$ cat config.mk
export PLATFORM = sky130hd
export DESIGN_NAME = exe_execute
export DESIGN_NICKNAME = d
export VERILOG_FILES = /design/src/verilog/exe_cfg_pkg.sv /design/src/verilog/exe_isa_pkg.sv /design/src/verilog/exe_execute.sv /design/src/verilog/exe_commit_arb.sv /design/src/verilog/exe_sfu_unit.sv /design/src/verilog/exe_alu_unit.sv /design/src/verilog/exe_dispatch.sv
export SDC_FILE = /design/constraint.sdc
export NUM_CORES = 2
export LEC_CHECK = 0
export BUFFER_PORTS_ARGS = -buffer_cell sky130_fd_sc_hd__buf_4
export CELL_PAD_IN_SITES_DETAIL_PLACEMENT = 0
export CELL_PAD_IN_SITES_GLOBAL_PLACEMENT = 2
export CORE_MARGIN = 1
export CORE_UTILIZATION = 41
export DETAILED_ROUTE_END_ITERATION = 6
export HOLD_SLACK_MARGIN = 0.03
export PLACE_DENSITY_LB_ADDON = 0.1
export SLEW_MARGIN = 20
export SYNTH_ARGS = -nofsm -noshare
export SYNTH_HDL_FRONTEND = slang
export SYNTH_SLANG_ARGS = --single-unit
$ cat constraint.sdc
create_clock -name clk -period 29.5 [get_ports clk]
set_clock_uncertainty 0.2 [all_clocks]
set_input_delay 1.475 -clock clk [delete_from_list [all_inputs] [get_ports clk]]
set_output_delay 1.475 -clock clk [all_outputs]
set_load 0.05 [all_outputs]
$ cat src/verilog/exe_cfg_pkg.sv
// exe_cfg_pkg holds the lane, warp and word widths of the execute stage
package exe_cfg_pkg;

    // the top-level NUM_LANES and NUM_WARPS parameters start from these counts
    localparam int num_lanes_c = 4;
    localparam int num_warps_c = 4;

    localparam int xlen_c = 32;

    typedef logic [$clog2(num_lanes_c)-1:0] lane_idx_t;
    typedef logic [$clog2(num_warps_c)-1:0] warp_id_t;
    typedef logic [xlen_c-1:0]              word_t;
    typedef logic [xlen_c-1:0]              pc_t;
    typedef logic [num_lanes_c-1:0]         tmask_t;

    // branches and tmc take their operands from the lowest active lane
    function automatic lane_idx_t lead_lane(input tmask_t tmask);
        lane_idx_t lead;
        lead = '0;
        for (int i = num_lanes_c - 1; i >= 0; i--) begin
            if (tmask[i]) lead = lane_idx_t'(i);
        end
        return lead;
    endfunction

endpackage
$ cat src/verilog/exe_isa_pkg.sv
// exe_isa_pkg defines the unit and operation encodings and the buses of the execute stage
package exe_isa_pkg;
    import exe_cfg_pkg::*;

    typedef logic [0:0] ex_unit_t;
    localparam ex_unit_t unit_alu = 1'b0;
    localparam ex_unit_t unit_sfu = 1'b1;

    typedef logic [3:0] alu_op_t;
    localparam alu_op_t alu_add    = 4'h0;
    localparam alu_op_t alu_sub    = 4'h1;
    localparam alu_op_t alu_and    = 4'h2;
    localparam alu_op_t alu_or     = 4'h3;
    localparam alu_op_t alu_xor    = 4'h4;
    localparam alu_op_t alu_slt    = 4'h5;
    localparam alu_op_t alu_sll    = 4'h6;
    localparam alu_op_t alu_srl    = 4'h7;
    localparam alu_op_t alu_beq    = 4'h8;
    localparam alu_op_t alu_bne    = 4'h9;
    localparam alu_op_t alu_blt    = 4'ha;
    localparam alu_op_t alu_jal    = 4'hb;
    localparam alu_op_t alu_ebreak = 4'hc;

    typedef logic [1:0] sfu_op_t;
    localparam sfu_op_t sfu_tmc      = 2'd0;
    localparam sfu_op_t sfu_csr_read = 2'd1;

    typedef logic [1:0] csr_addr_t;
    localparam csr_addr_t csr_warp_id = 2'd0;
    localparam csr_addr_t csr_lane_id = 2'd1;
    localparam csr_addr_t csr_cycle   = 2'd2;

    // op is shared by both units and each one reads it as its own op type
    typedef struct packed {
        warp_id_t                 wid;
        tmask_t                   tmask;
        pc_t                      pc;
        ex_unit_t                 unit;
        logic [3:0]               op;
        csr_addr_t                csr;
        logic [4:0]               rd;
        logic                     wb;
        word_t [num_lanes_c-1:0]  rs1;
        word_t [num_lanes_c-1:0]  rs2;
        word_t                    imm;
    } dispatch_t;

    typedef struct packed {
        warp_id_t                 wid;
        tmask_t                   tmask;
        pc_t                      pc;
        logic [4:0]               rd;
        logic                     wb;
        word_t [num_lanes_c-1:0]  data;
    } commit_t;

    typedef struct packed {
        warp_id_t wid;
        logic     taken;
        pc_t      dest;
    } branch_ctl_t;

    typedef struct packed {
        warp_id_t wid;
        tmask_t   tmask;
    } warp_ctl_t;

endpackage

$ cat src/verilog/exe_execute.sv
// exe_execute is the SIMT execute stage that ties dispatch, ALU, SFU and commit together
`timescale 1ns/1ps

module exe_execute import exe_cfg_pkg::*, exe_isa_pkg::*; #(
    parameter int NUM_LANES = num_lanes_c,
    parameter int NUM_WARPS = num_warps_c
) (
    input  logic        clk,
    input  logic        rst,

    input  logic        dispatch_valid,
    input  dispatch_t   dispatch_data,
    output logic        dispatch_ready,

    output logic        commit_valid,
    output commit_t     commit_data,
    input  logic        commit_ready,

    output logic        branch_ctl_valid,
    output branch_ctl_t branch_ctl_data,

    output logic        warp_ctl_valid,
    output warp_ctl_t   warp_ctl_data,

    output logic        sim_ebreak
);

    logic      alu_req_valid;
    dispatch_t alu_req_data;
    logic      alu_req_ready;
    logic      sfu_req_valid;
    dispatch_t sfu_req_data;
    logic      sfu_req_ready;

    logic      alu_rsp_valid;
    commit_t   alu_rsp_data;
    logic      alu_rsp_ready;
    logic      sfu_rsp_valid;
    commit_t   sfu_rsp_data;
    logic      sfu_rsp_ready;

    exe_dispatch dispatch (
        .dispatch_valid (dispatch_valid),
        .dispatch_data  (dispatch_data),
        .dispatch_ready (dispatch_ready),
        .alu_valid      (alu_req_valid),
        .alu_data       (alu_req_data),
        .alu_ready      (alu_req_ready),
        .sfu_valid      (sfu_req_valid),
        .sfu_data       (sfu_req_data),
        .sfu_ready      (sfu_req_ready),
        .sim_ebreak     (sim_ebreak)
    );

    exe_alu_unit #(
        .NUM_LANES (NUM_LANES)
    ) alu_unit (
        .clk              (clk),
        .rst              (rst),
        .in_valid         (alu_req_valid),
        .in_data          (alu_req_data),
        .in_ready         (alu_req_ready),
        .out_valid        (alu_rsp_valid),
        .out_data         (alu_rsp_data),
        .out_ready        (alu_rsp_ready),
        .branch_ctl_valid (branch_ctl_valid),
        .branch_ctl_data  (branch_ctl_data)
    );

    exe_sfu_unit #(
        .NUM_LANES (NUM_LANES),
        .NUM_WARPS (NUM_WARPS)
    ) sfu_unit (
        .clk            (clk),
        .rst            (rst),
        .in_valid       (sfu_req_valid),
        .in_data        (sfu_req_data),
        .in_ready       (sfu_req_ready),
        .out_valid      (sfu_rsp_valid),
        .out_data       (sfu_rsp_data),
        .out_ready      (sfu_rsp_ready),
        .warp_ctl_valid (warp_ctl_valid),
        .warp_ctl_data  (warp_ctl_data)
    );

    exe_commit_arb commit_arb (
        .clk          (clk),
        .rst          (rst),
        .alu_valid    (alu_rsp_valid),
        .alu_data     (alu_rsp_data),
        .alu_ready    (alu_rsp_ready),
        .sfu_valid    (sfu_rsp_valid),
        .sfu_data     (sfu_rsp_data),
        .sfu_ready    (sfu_rsp_ready),
        .commit_valid (commit_valid),
        .commit_data  (commit_data),
        .commit_ready (commit_ready)
    );

endmodule

$ cat src/verilog/exe_commit_arb.sv
// exe_commit_arb merges ALU and SFU results round-robin into one registered commit port
`timescale 1ns/1ps

module exe_commit_arb import exe_isa_pkg::*; (
    input  logic    clk,
    input  logic    rst,

    input  logic    alu_valid,
    input  commit_t alu_data,
    output logic    alu_ready,

    input  logic    sfu_valid,
    input  commit_t sfu_data,
    output logic    sfu_ready,

    output logic    commit_valid,
    output commit_t commit_data,
    input  logic    commit_ready
);

    // set when the SFU wins a tie
    logic sfu_first;
    logic can_load;
    logic grant_alu;
    logic grant_sfu;

    // the commit register accepts a new entry while empty or draining
    assign can_load = !commit_valid || commit_ready;

    assign grant_alu = can_load && alu_valid && (!sfu_valid || !sfu_first);
    assign grant_sfu = can_load && sfu_valid && (!alu_valid || sfu_first);

    assign alu_ready = grant_alu;
    assign sfu_ready = grant_sfu;

    always_ff @(posedge clk) begin
        if (rst) begin
            sfu_first    <= 1'b0;
            commit_valid <= 1'b0;
        end else begin
            // the winner drops to the back for the next contest
            if (grant_alu) begin
                sfu_first <= 1'b1;
            end else if (grant_sfu) begin
                sfu_first <= 1'b0;
            end

            if (grant_alu || grant_sfu) begin
                commit_valid <= 1'b1;
            end else if (commit_ready) begin
                commit_valid <= 1'b0;
            end
        end
    end

    always_ff @(posedge clk) begin
        if (grant_alu) begin
            commit_data <= alu_data;
        end else if (grant_sfu) begin
            commit_data <= sfu_data;
        end
    end

endmodule

$ cat src/verilog/exe_sfu_unit.sv
// exe_sfu_unit handles thread-mask control and CSR reads for the execute stage
`timescale 1ns/1ps

module exe_sfu_unit import exe_cfg_pkg::*, exe_isa_pkg::*; #(
    parameter int NUM_LANES = num_lanes_c,
    parameter int NUM_WARPS = num_warps_c
) (
    input  logic      clk,
    input  logic      rst,

    input  logic      in_valid,
    input  dispatch_t in_data,
    output logic      in_ready,

    output logic      out_valid,
    output commit_t   out_data,
    input  logic      out_ready,

    output logic      warp_ctl_valid,
    output warp_ctl_t warp_ctl_data
);

    localparam int wid_bits = $clog2(NUM_WARPS);

    word_t                   cycle_q;
    word_t [num_lanes_c-1:0] lane_res;
    logic                    is_tmc;
    tmask_t                  new_tmask;
    logic                    in_fire;

    assign is_tmc    = (sfu_op_t'(in_data.op[1:0]) == sfu_tmc);
    assign new_tmask = tmask_t'(in_data.rs1[lead_lane(in_data.tmask)]);

    // tmc returns no data, so only CSR reads fill the active lanes
    always_comb begin
        lane_res = '0;
        for (int i = 0; i < NUM_LANES; i++) begin
            if (in_data.tmask[i] && !is_tmc) begin
                case (in_data.csr)
                    csr_warp_id: lane_res[i] = word_t'(in_data.wid[wid_bits-1:0]);
                    csr_lane_id: lane_res[i] = word_t'(i);
                    default:     lane_res[i] = cycle_q;
                endcase
            end
        end
    end

    assign in_ready = !out_valid || out_ready;
    assign in_fire  = in_valid && in_ready;

    always_ff @(posedge clk) begin
        if (rst) begin
            cycle_q        <= '0;
            out_valid      <= 1'b0;
            warp_ctl_valid <= 1'b0;
        end else begin
            cycle_q <= cycle_q + word_t'(1);
            if (in_fire) begin
                out_valid <= 1'b1;
            end else if (out_ready) begin
                out_valid <= 1'b0;
            end
            warp_ctl_valid <= in_fire && is_tmc;
        end
    end

    always_ff @(posedge clk) begin
        if (in_fire) begin
            out_data.wid        <= in_data.wid;
            out_data.tmask      <= in_data.tmask;
            out_data.pc         <= in_data.pc;
            out_data.rd         <= in_data.rd;
            out_data.wb         <= in_data.wb && !is_tmc;
            out_data.data       <= lane_res;
            warp_ctl_data.wid   <= in_data.wid;
            warp_ctl_data.tmask <= new_tmask;
        end
    end

endmodule

$ cat src/verilog/exe_alu_unit.sv
// exe_alu_unit runs integer operations on every active lane and resolves branches
`timescale 1ns/1ps

module exe_alu_unit import exe_cfg_pkg::*, exe_isa_pkg::*; #(
    parameter int NUM_LANES = num_lanes_c
) (
    input  logic        clk,
    input  logic        rst,

    input  logic        in_valid,
    input  dispatch_t   in_data,
    output logic        in_ready,

    output logic        out_valid,
    output commit_t     out_data,
    input  logic        out_ready,

    output logic        branch_ctl_valid,
    output branch_ctl_t branch_ctl_data
);

    localparam int shamt_bits = $clog2(xlen_c);

    alu_op_t                 alu_op;
    word_t [num_lanes_c-1:0] lane_res;
    lane_idx_t               lead;
    logic                    is_branch;
    logic                    taken;
    pc_t                     br_dest;
    logic                    in_fire;

    function automatic word_t alu_calc(input alu_op_t op, input word_t a, input word_t b,
                                       input pc_t pc);
        word_t res;
        case (op)
            alu_add: res = a + b;
            alu_sub: res = a - b;
            alu_and: res = a & b;
            alu_or:  res = a | b;
            alu_xor: res = a ^ b;
            alu_slt: res = word_t'($signed(a) < $signed(b));
            alu_sll: res = a << b[shamt_bits-1:0];
            alu_srl: res = a >> b[shamt_bits-1:0];
            // jal links the return address
            alu_jal: res = pc + pc_t'(4);
            default: res = '0;
        endcase
        return res;
    endfunction

    function automatic logic br_taken(input alu_op_t op, input word_t a, input word_t b);
        logic res;
        case (op)
            alu_beq: res = (a == b);
            alu_bne: res = (a != b);
            alu_blt: res = ($signed(a) < $signed(b));
            alu_jal: res = 1'b1;
            default: res = 1'b0;
        endcase
        return res;
    endfunction

    assign alu_op = alu_op_t'(in_data.op);

    // lanes with a clear tmask bit commit zero
    always_comb begin
        lane_res = '0;
        for (int i = 0; i < NUM_LANES; i++) begin
            if (in_data.tmask[i]) begin
                lane_res[i] = alu_calc(alu_op, in_data.rs1[i], in_data.rs2[i], in_data.pc);
            end
        end
    end

    assign lead      = lead_lane(in_data.tmask);
    assign is_branch = alu_op inside {alu_beq, alu_bne, alu_blt, alu_jal};
    assign taken     = br_taken(alu_op, in_data.rs1[lead], in_data.rs2[lead]);
    assign br_dest   = taken ? (in_data.pc + in_data.imm) : (in_data.pc + pc_t'(4));

    // the output register can take a new result while empty or draining
    assign in_ready = !out_valid || out_ready;
    assign in_fire  = in_valid && in_ready;

    always_ff @(posedge clk) begin
        if (rst) begin
            out_valid        <= 1'b0;
            branch_ctl_valid <= 1'b0;
        end else begin
            if (in_fire) begin
                out_valid <= 1'b1;
            end else if (out_ready) begin
                out_valid <= 1'b0;
            end
            // the branch pulse goes out with the register load, whatever the commit side does
            branch_ctl_valid <= in_fire && is_branch;
        end
    end

    always_ff @(posedge clk) begin
        if (in_fire) begin
            out_data.wid         <= in_data.wid;
            out_data.tmask       <= in_data.tmask;
            out_data.pc          <= in_data.pc;
            out_data.rd          <= in_data.rd;
            out_data.wb          <= in_data.wb && (alu_op != alu_ebreak);
            out_data.data        <= lane_res;
            branch_ctl_data.wid   <= in_data.wid;
            branch_ctl_data.taken <= taken;
            branch_ctl_data.dest  <= br_dest;
        end
    end

endmodule

$ cat src/verilog/exe_dispatch.sv
// exe_dispatch steers each dispatched instruction to the ALU or the SFU and flags ebreak
`timescale 1ns/1ps

module exe_dispatch import exe_isa_pkg::*; (
    input  logic      dispatch_valid,
    input  dispatch_t dispatch_data,
    output logic      dispatch_ready,

    output logic      alu_valid,
    output dispatch_t alu_data,
    input  logic      alu_ready,

    output logic      sfu_valid,
    output dispatch_t sfu_data,
    input  logic      sfu_ready,

    // simulation helper that marks the end of a test program
    output logic      sim_ebreak
);

    logic to_alu;
    logic is_ebreak;

    assign to_alu = (dispatch_data.unit == unit_alu);

    // only the selected unit sees a valid request
    assign alu_valid = dispatch_valid && to_alu;
    assign sfu_valid = dispatch_valid && !to_alu;

    // both units get the same payload and ignore it while their valid is low
    assign alu_data = dispatch_data;
    assign sfu_data = dispatch_data;

    // the instruction is accepted when its own unit can take it
    assign dispatch_ready = to_alu ? alu_ready : sfu_ready;

    assign is_ebreak = to_alu && (alu_op_t'(dispatch_data.op) == alu_ebreak);

    // warp 0 hitting ebreak ends the program
    assign sim_ebreak = dispatch_valid && dispatch_ready && is_ebreak
                     && (dispatch_data.wid == '0);

endmodule

==> flow_summary.json <==
{
  "finalNonFillerCells": 8827,
  "max-clock-path-buffers": 3,
  "overflow": 0,
  "power_frac_clock": 0.280,
  "pin_count": 561,
  "yosysTopAreaCell": "edfxtp_1",
  "static-leakage-power_nw": 26.1,
  "cts_tree": "built",
  "yosysTopAreaCellShare": 0.286,
  "p_sw_frac": 0.387,
  "cap_viol_max_count": 0,
  "syn_inst": 6610,
  "timing.rr.start": "alu_unit.out_valid$_SDFFE_PP0P_",
  "critPathKind": "in2reg",
  "wire_length_of_the_first_global_routing_pass_um": 447000,
  "cp_max_fo": 63,
  "maxSlewViolCount": 0,
  "post_synth_edffs": 553,
  "via_per_inst": 6.84,
  "synth_seq_area_share": 0.299,
  "min_period_over_period": 0.220,
  "drtAntennaViolNets": 0,
  "vdd_drop_max_mv": 0.0519,
  "violations": "design-rule violations",
  "powerDensity_nw_per_um2": 43.5,
  "grt_start_max_net_pins": 106,
  "worst-slew-pin-transition_ps": 1390,
  "final.min_clock_period_ps": 6500,
  "cell_area_after_technology_mapping_um2": 58100,
  "drtIter0Drc": 9213,
  "std_cell_rows": 137,
  "top_post_synthesis_cells_by_area": "edfxtp_1, ha_1, nor2_1, mux4_2, a21oi_1",
  "post_cts_setup_driven_buffer_insertion_count": 0,
  "r2r_end": "alu_unit.branch_ctl_data[17]$_DFFE_PP_",
  "setup_viol": 0,
  "endpoint_kind": "register",
  "area.sequential_um2": 17400,
  "cts-htree-levels": 2,
  "antenna_violations_before_repair": 67,
  "switching_power_mw": 1.11,
  "route.detailed.wl_per_inst_um": 37.3,
  "worstHoldPathType": "reg2reg",
  "area_of_combinational_cells_with_multiple_inputs_um2": 37400,
  "maxClockFrequency_mhz": 154,
  "cts.hold.buffers_added": 0,
  "insertion_delay_ps": 740,
  "fillerInstances": 13700,
  "finalHoldViolCount": 0,
  "clkSlewWorstSetupHoldPaths_ps": 60,
  "grt_pass1_vias": 55100,
  "fin_nets": 7671,
  "track_usage": 0.445,
  "yosys_warnings": 0,
  "tritoncts_num_sinks": 591,
  "fp.dieArea_um2": 143000,
  "cts_repair_resize_count": 0,
  "timing.max_slew.rel_slack": 0.0705,
  "placed_cell_count": 8679,
  "detailed_place_hpwl_um": 254000,
  "die-height_um": 378,
  "route.vias.total": 60400,
  "syn_to_final_growth_pct": 13.2,
  "wirelength_um": 329000,
  "power_frac_seq": 0.348,
  "crit_path_start_kind": "input port",
  "ys.flop_type": "edfxtp_1",
  "crit_path_start": "dispatch_data[333]",
  "reg2reg_depth": 4,
  "portBuffers": 560,
  "remaining_design_rule_violation_count": 4,
  "final_core_util": 0.469,
  "design.core.area_um2": 140000,
  "fin_worst_hold_slack_ps": 311,
  "setup_total_negative_slack_ps": 0,
  "cp.required_ps": 29730,
  "setup.reg_to_reg.worst_slack_ps": 24820,
  "clock_tree.root_cell": "clkbuf_16",
  "syn_area_per_cell_um2": 8.78,
  "async_flop_share": 0,
  "portion_of_total_power_attributed_to_combinational_logic": 0.372,
  "fraction_of_final_layout_cells_with_drive_strength_greater_than_1": 0.175,
  "die_width_um": 378,
  "grt_setup_unrepaired": "no",
  "start_util": 0.415,
  "synthesis.nets": 7415,
  "cts-buffers-inserted": 60,
  "p_int_mw": 1.75,
  "drt-pass1-iter-count": 7,
  "synth-seq-cells": 591,
  "timing.hold.worst_path_depth": 1,
  "place.gp.congestion": 1.06,
  "result_of_the_run": "finished with violations",
  "yosys.cell_types.count": 107,
  "data_arrival_time_of_the_critical_path_ps": 6730,
  "worstSetupEndpoint": "alu_unit.branch_ctl_data[20]$_DFFE_PP_"
}
placed cells by master, fill, tap and decap left out, types with 68 or more instances in the layout:
| cell type | count |
|---|---|
| o21ai_0 | 451 |
| mux2_2 | 204 |
| a21o_1 | 80 |
| a221oi_1 | 136 |
| a21oi_1 | 477 |
| ha_1 | 453 |
| edfxtp_1 | 553 |
| mux2i_1 | 229 |
| a211oi_1 | 73 |
| a31oi_1 | 68 |
| nand2_1 | 504 |
| nor2_1 | 888 |
| buf_4 | 658 |
| inv_1 | 394 |
| nand3_1 | 111 |
| mux4_2 | 143 |
| nor3_1 | 99 |
| o22ai_1 | 77 |
| xnor2_1 | 101 |
worst max-delay path: stages:
cell       delay [ps]
buf_4             230
nor3_2            200
buf_4             530
buf_4             670
o21ai_0           190
a222oi_1          370
ha_1              320
nand4_1           150
nor4_1            120
a221oi_1          290
nand2_1           140
a2111oi_0         510
mux2i_1           250
o221ai_4          190
buf_4             520
mux2_2            410
final cells by class:
| type | instances | share of cell area |
|---|---|---|
| Multi-Input combinational cell | 5147 | 0.569 |
| Sequential cell | 591 | 0.264 |
| Timing Repair Buffer | 660 | 0.0759 |
| Tap cell | 1876 | 0.0357 |
| Clock buffer | 77 | 0.0243 |
| Inverter | 406 | 0.0232 |
| Clock inverter | 33 | 0.00636 |
| Antenna cell | 37 | 0.00141 |
cells by family after synthesis:
group	synth area share
compound gates	0.230
xor+xnor	0.0207
fa+ha+maj	0.101
buf+inv	0.0602
flops	0.299
mux	0.140
simple gates	0.149
metrics by stage:
| stage | worst slack, ps | power [mW] | cell area, um2 |
|---|---|---|---|
| floorplan | 16610 | 1.64 | 58100 |
| global placement | 22460 | 2.03 | 63500 |
| detailed placement | 22460 | 2.03 | 63600 |
| CTS | 23170 | 2.82 | 65600 |
| global route | 22750 | 2.93 | 65700 |
| finish | 23000 | 2.86 | 65700 |
Yosys cell counts, types with 136 or more instances:
cell      instances
nor2_1          904
edfxtp_1        553
nand2_1         508
a21oi_1         481
ha_1            453
o21ai_0         451
inv_1           396
clkbuf_1        319
mux2i_1         229
mux2_2          204
mux4_2          143
a221oi_1        136
per-layer routing:
metal	up-vias	track usage	part of all wire
li1	25300	-	-
met1	29600	0.574	0.39
met2	4403	0.635	0.41
met3	1020	0.145	0.12
met4	62	0.283	0.073
met5	-	0	0.0016
state kept, by name, summed over array words and instances, names as in the netlist:
name,flops
alu_unit.branch_ctl_data,33
sfu_unit.warp_ctl_valid,1
alu_unit.branch_ctl_valid,1
sfu_unit.out_valid,1
commit_arb.commit_data,172
sfu_unit.cycle_q,32
sfu_unit.warp_ctl_data,4
commit_arb.sfu_first,1
alu_unit.out_valid,1
sfu_unit.out_data,172
commit_arb.commit_valid,1
alu_unit.out_data,172
power by group through the flow:
stage	registers, mW	clock network (mW)	logic [mW]
after floorplan	1.08	0	0.551
after global placement	1.01	0	1.02
after global routing	0.996	0.833	1.10
after detailed placement	1.01	0	1.02
after CTS	0.993	0.805	1.02
final	0.994	0.800	1.06
how the worst min path moves through the flow:
stage	endpoint	slack, ps	from
6_report	commit_arb.commit_data[33]$_DFFE_PP_	310	sfu_unit.out_data[33]$_SDFFCE_PN0P_
5_1_grt	sfu_unit.cycle_q[0]$_SDFF_PP0_	310	sfu_unit.cycle_q[0]$_SDFF_PP0_
4_1_cts	commit_arb.commit_data[33]$_DFFE_PP_	300	sfu_unit.out_data[33]$_SDFFCE_PN0P_
3_5_place_dp	sfu_unit.cycle_q[0]$_SDFF_PP0_	290	sfu_unit.cycle_q[0]$_SDFF_PP0_
3_3_place_gp	sfu_unit.cycle_q[21]$_SDFF_PP0_	280	sfu_unit.cycle_q[21]$_SDFF_PP0_
2_1_floorplan	sfu_unit.cycle_q[0]$_SDFF_PP0_	250	sfu_unit.cycle_q[0]$_SDFF_PP0_
Note: power is estimated with default switching activity, not from simulation.
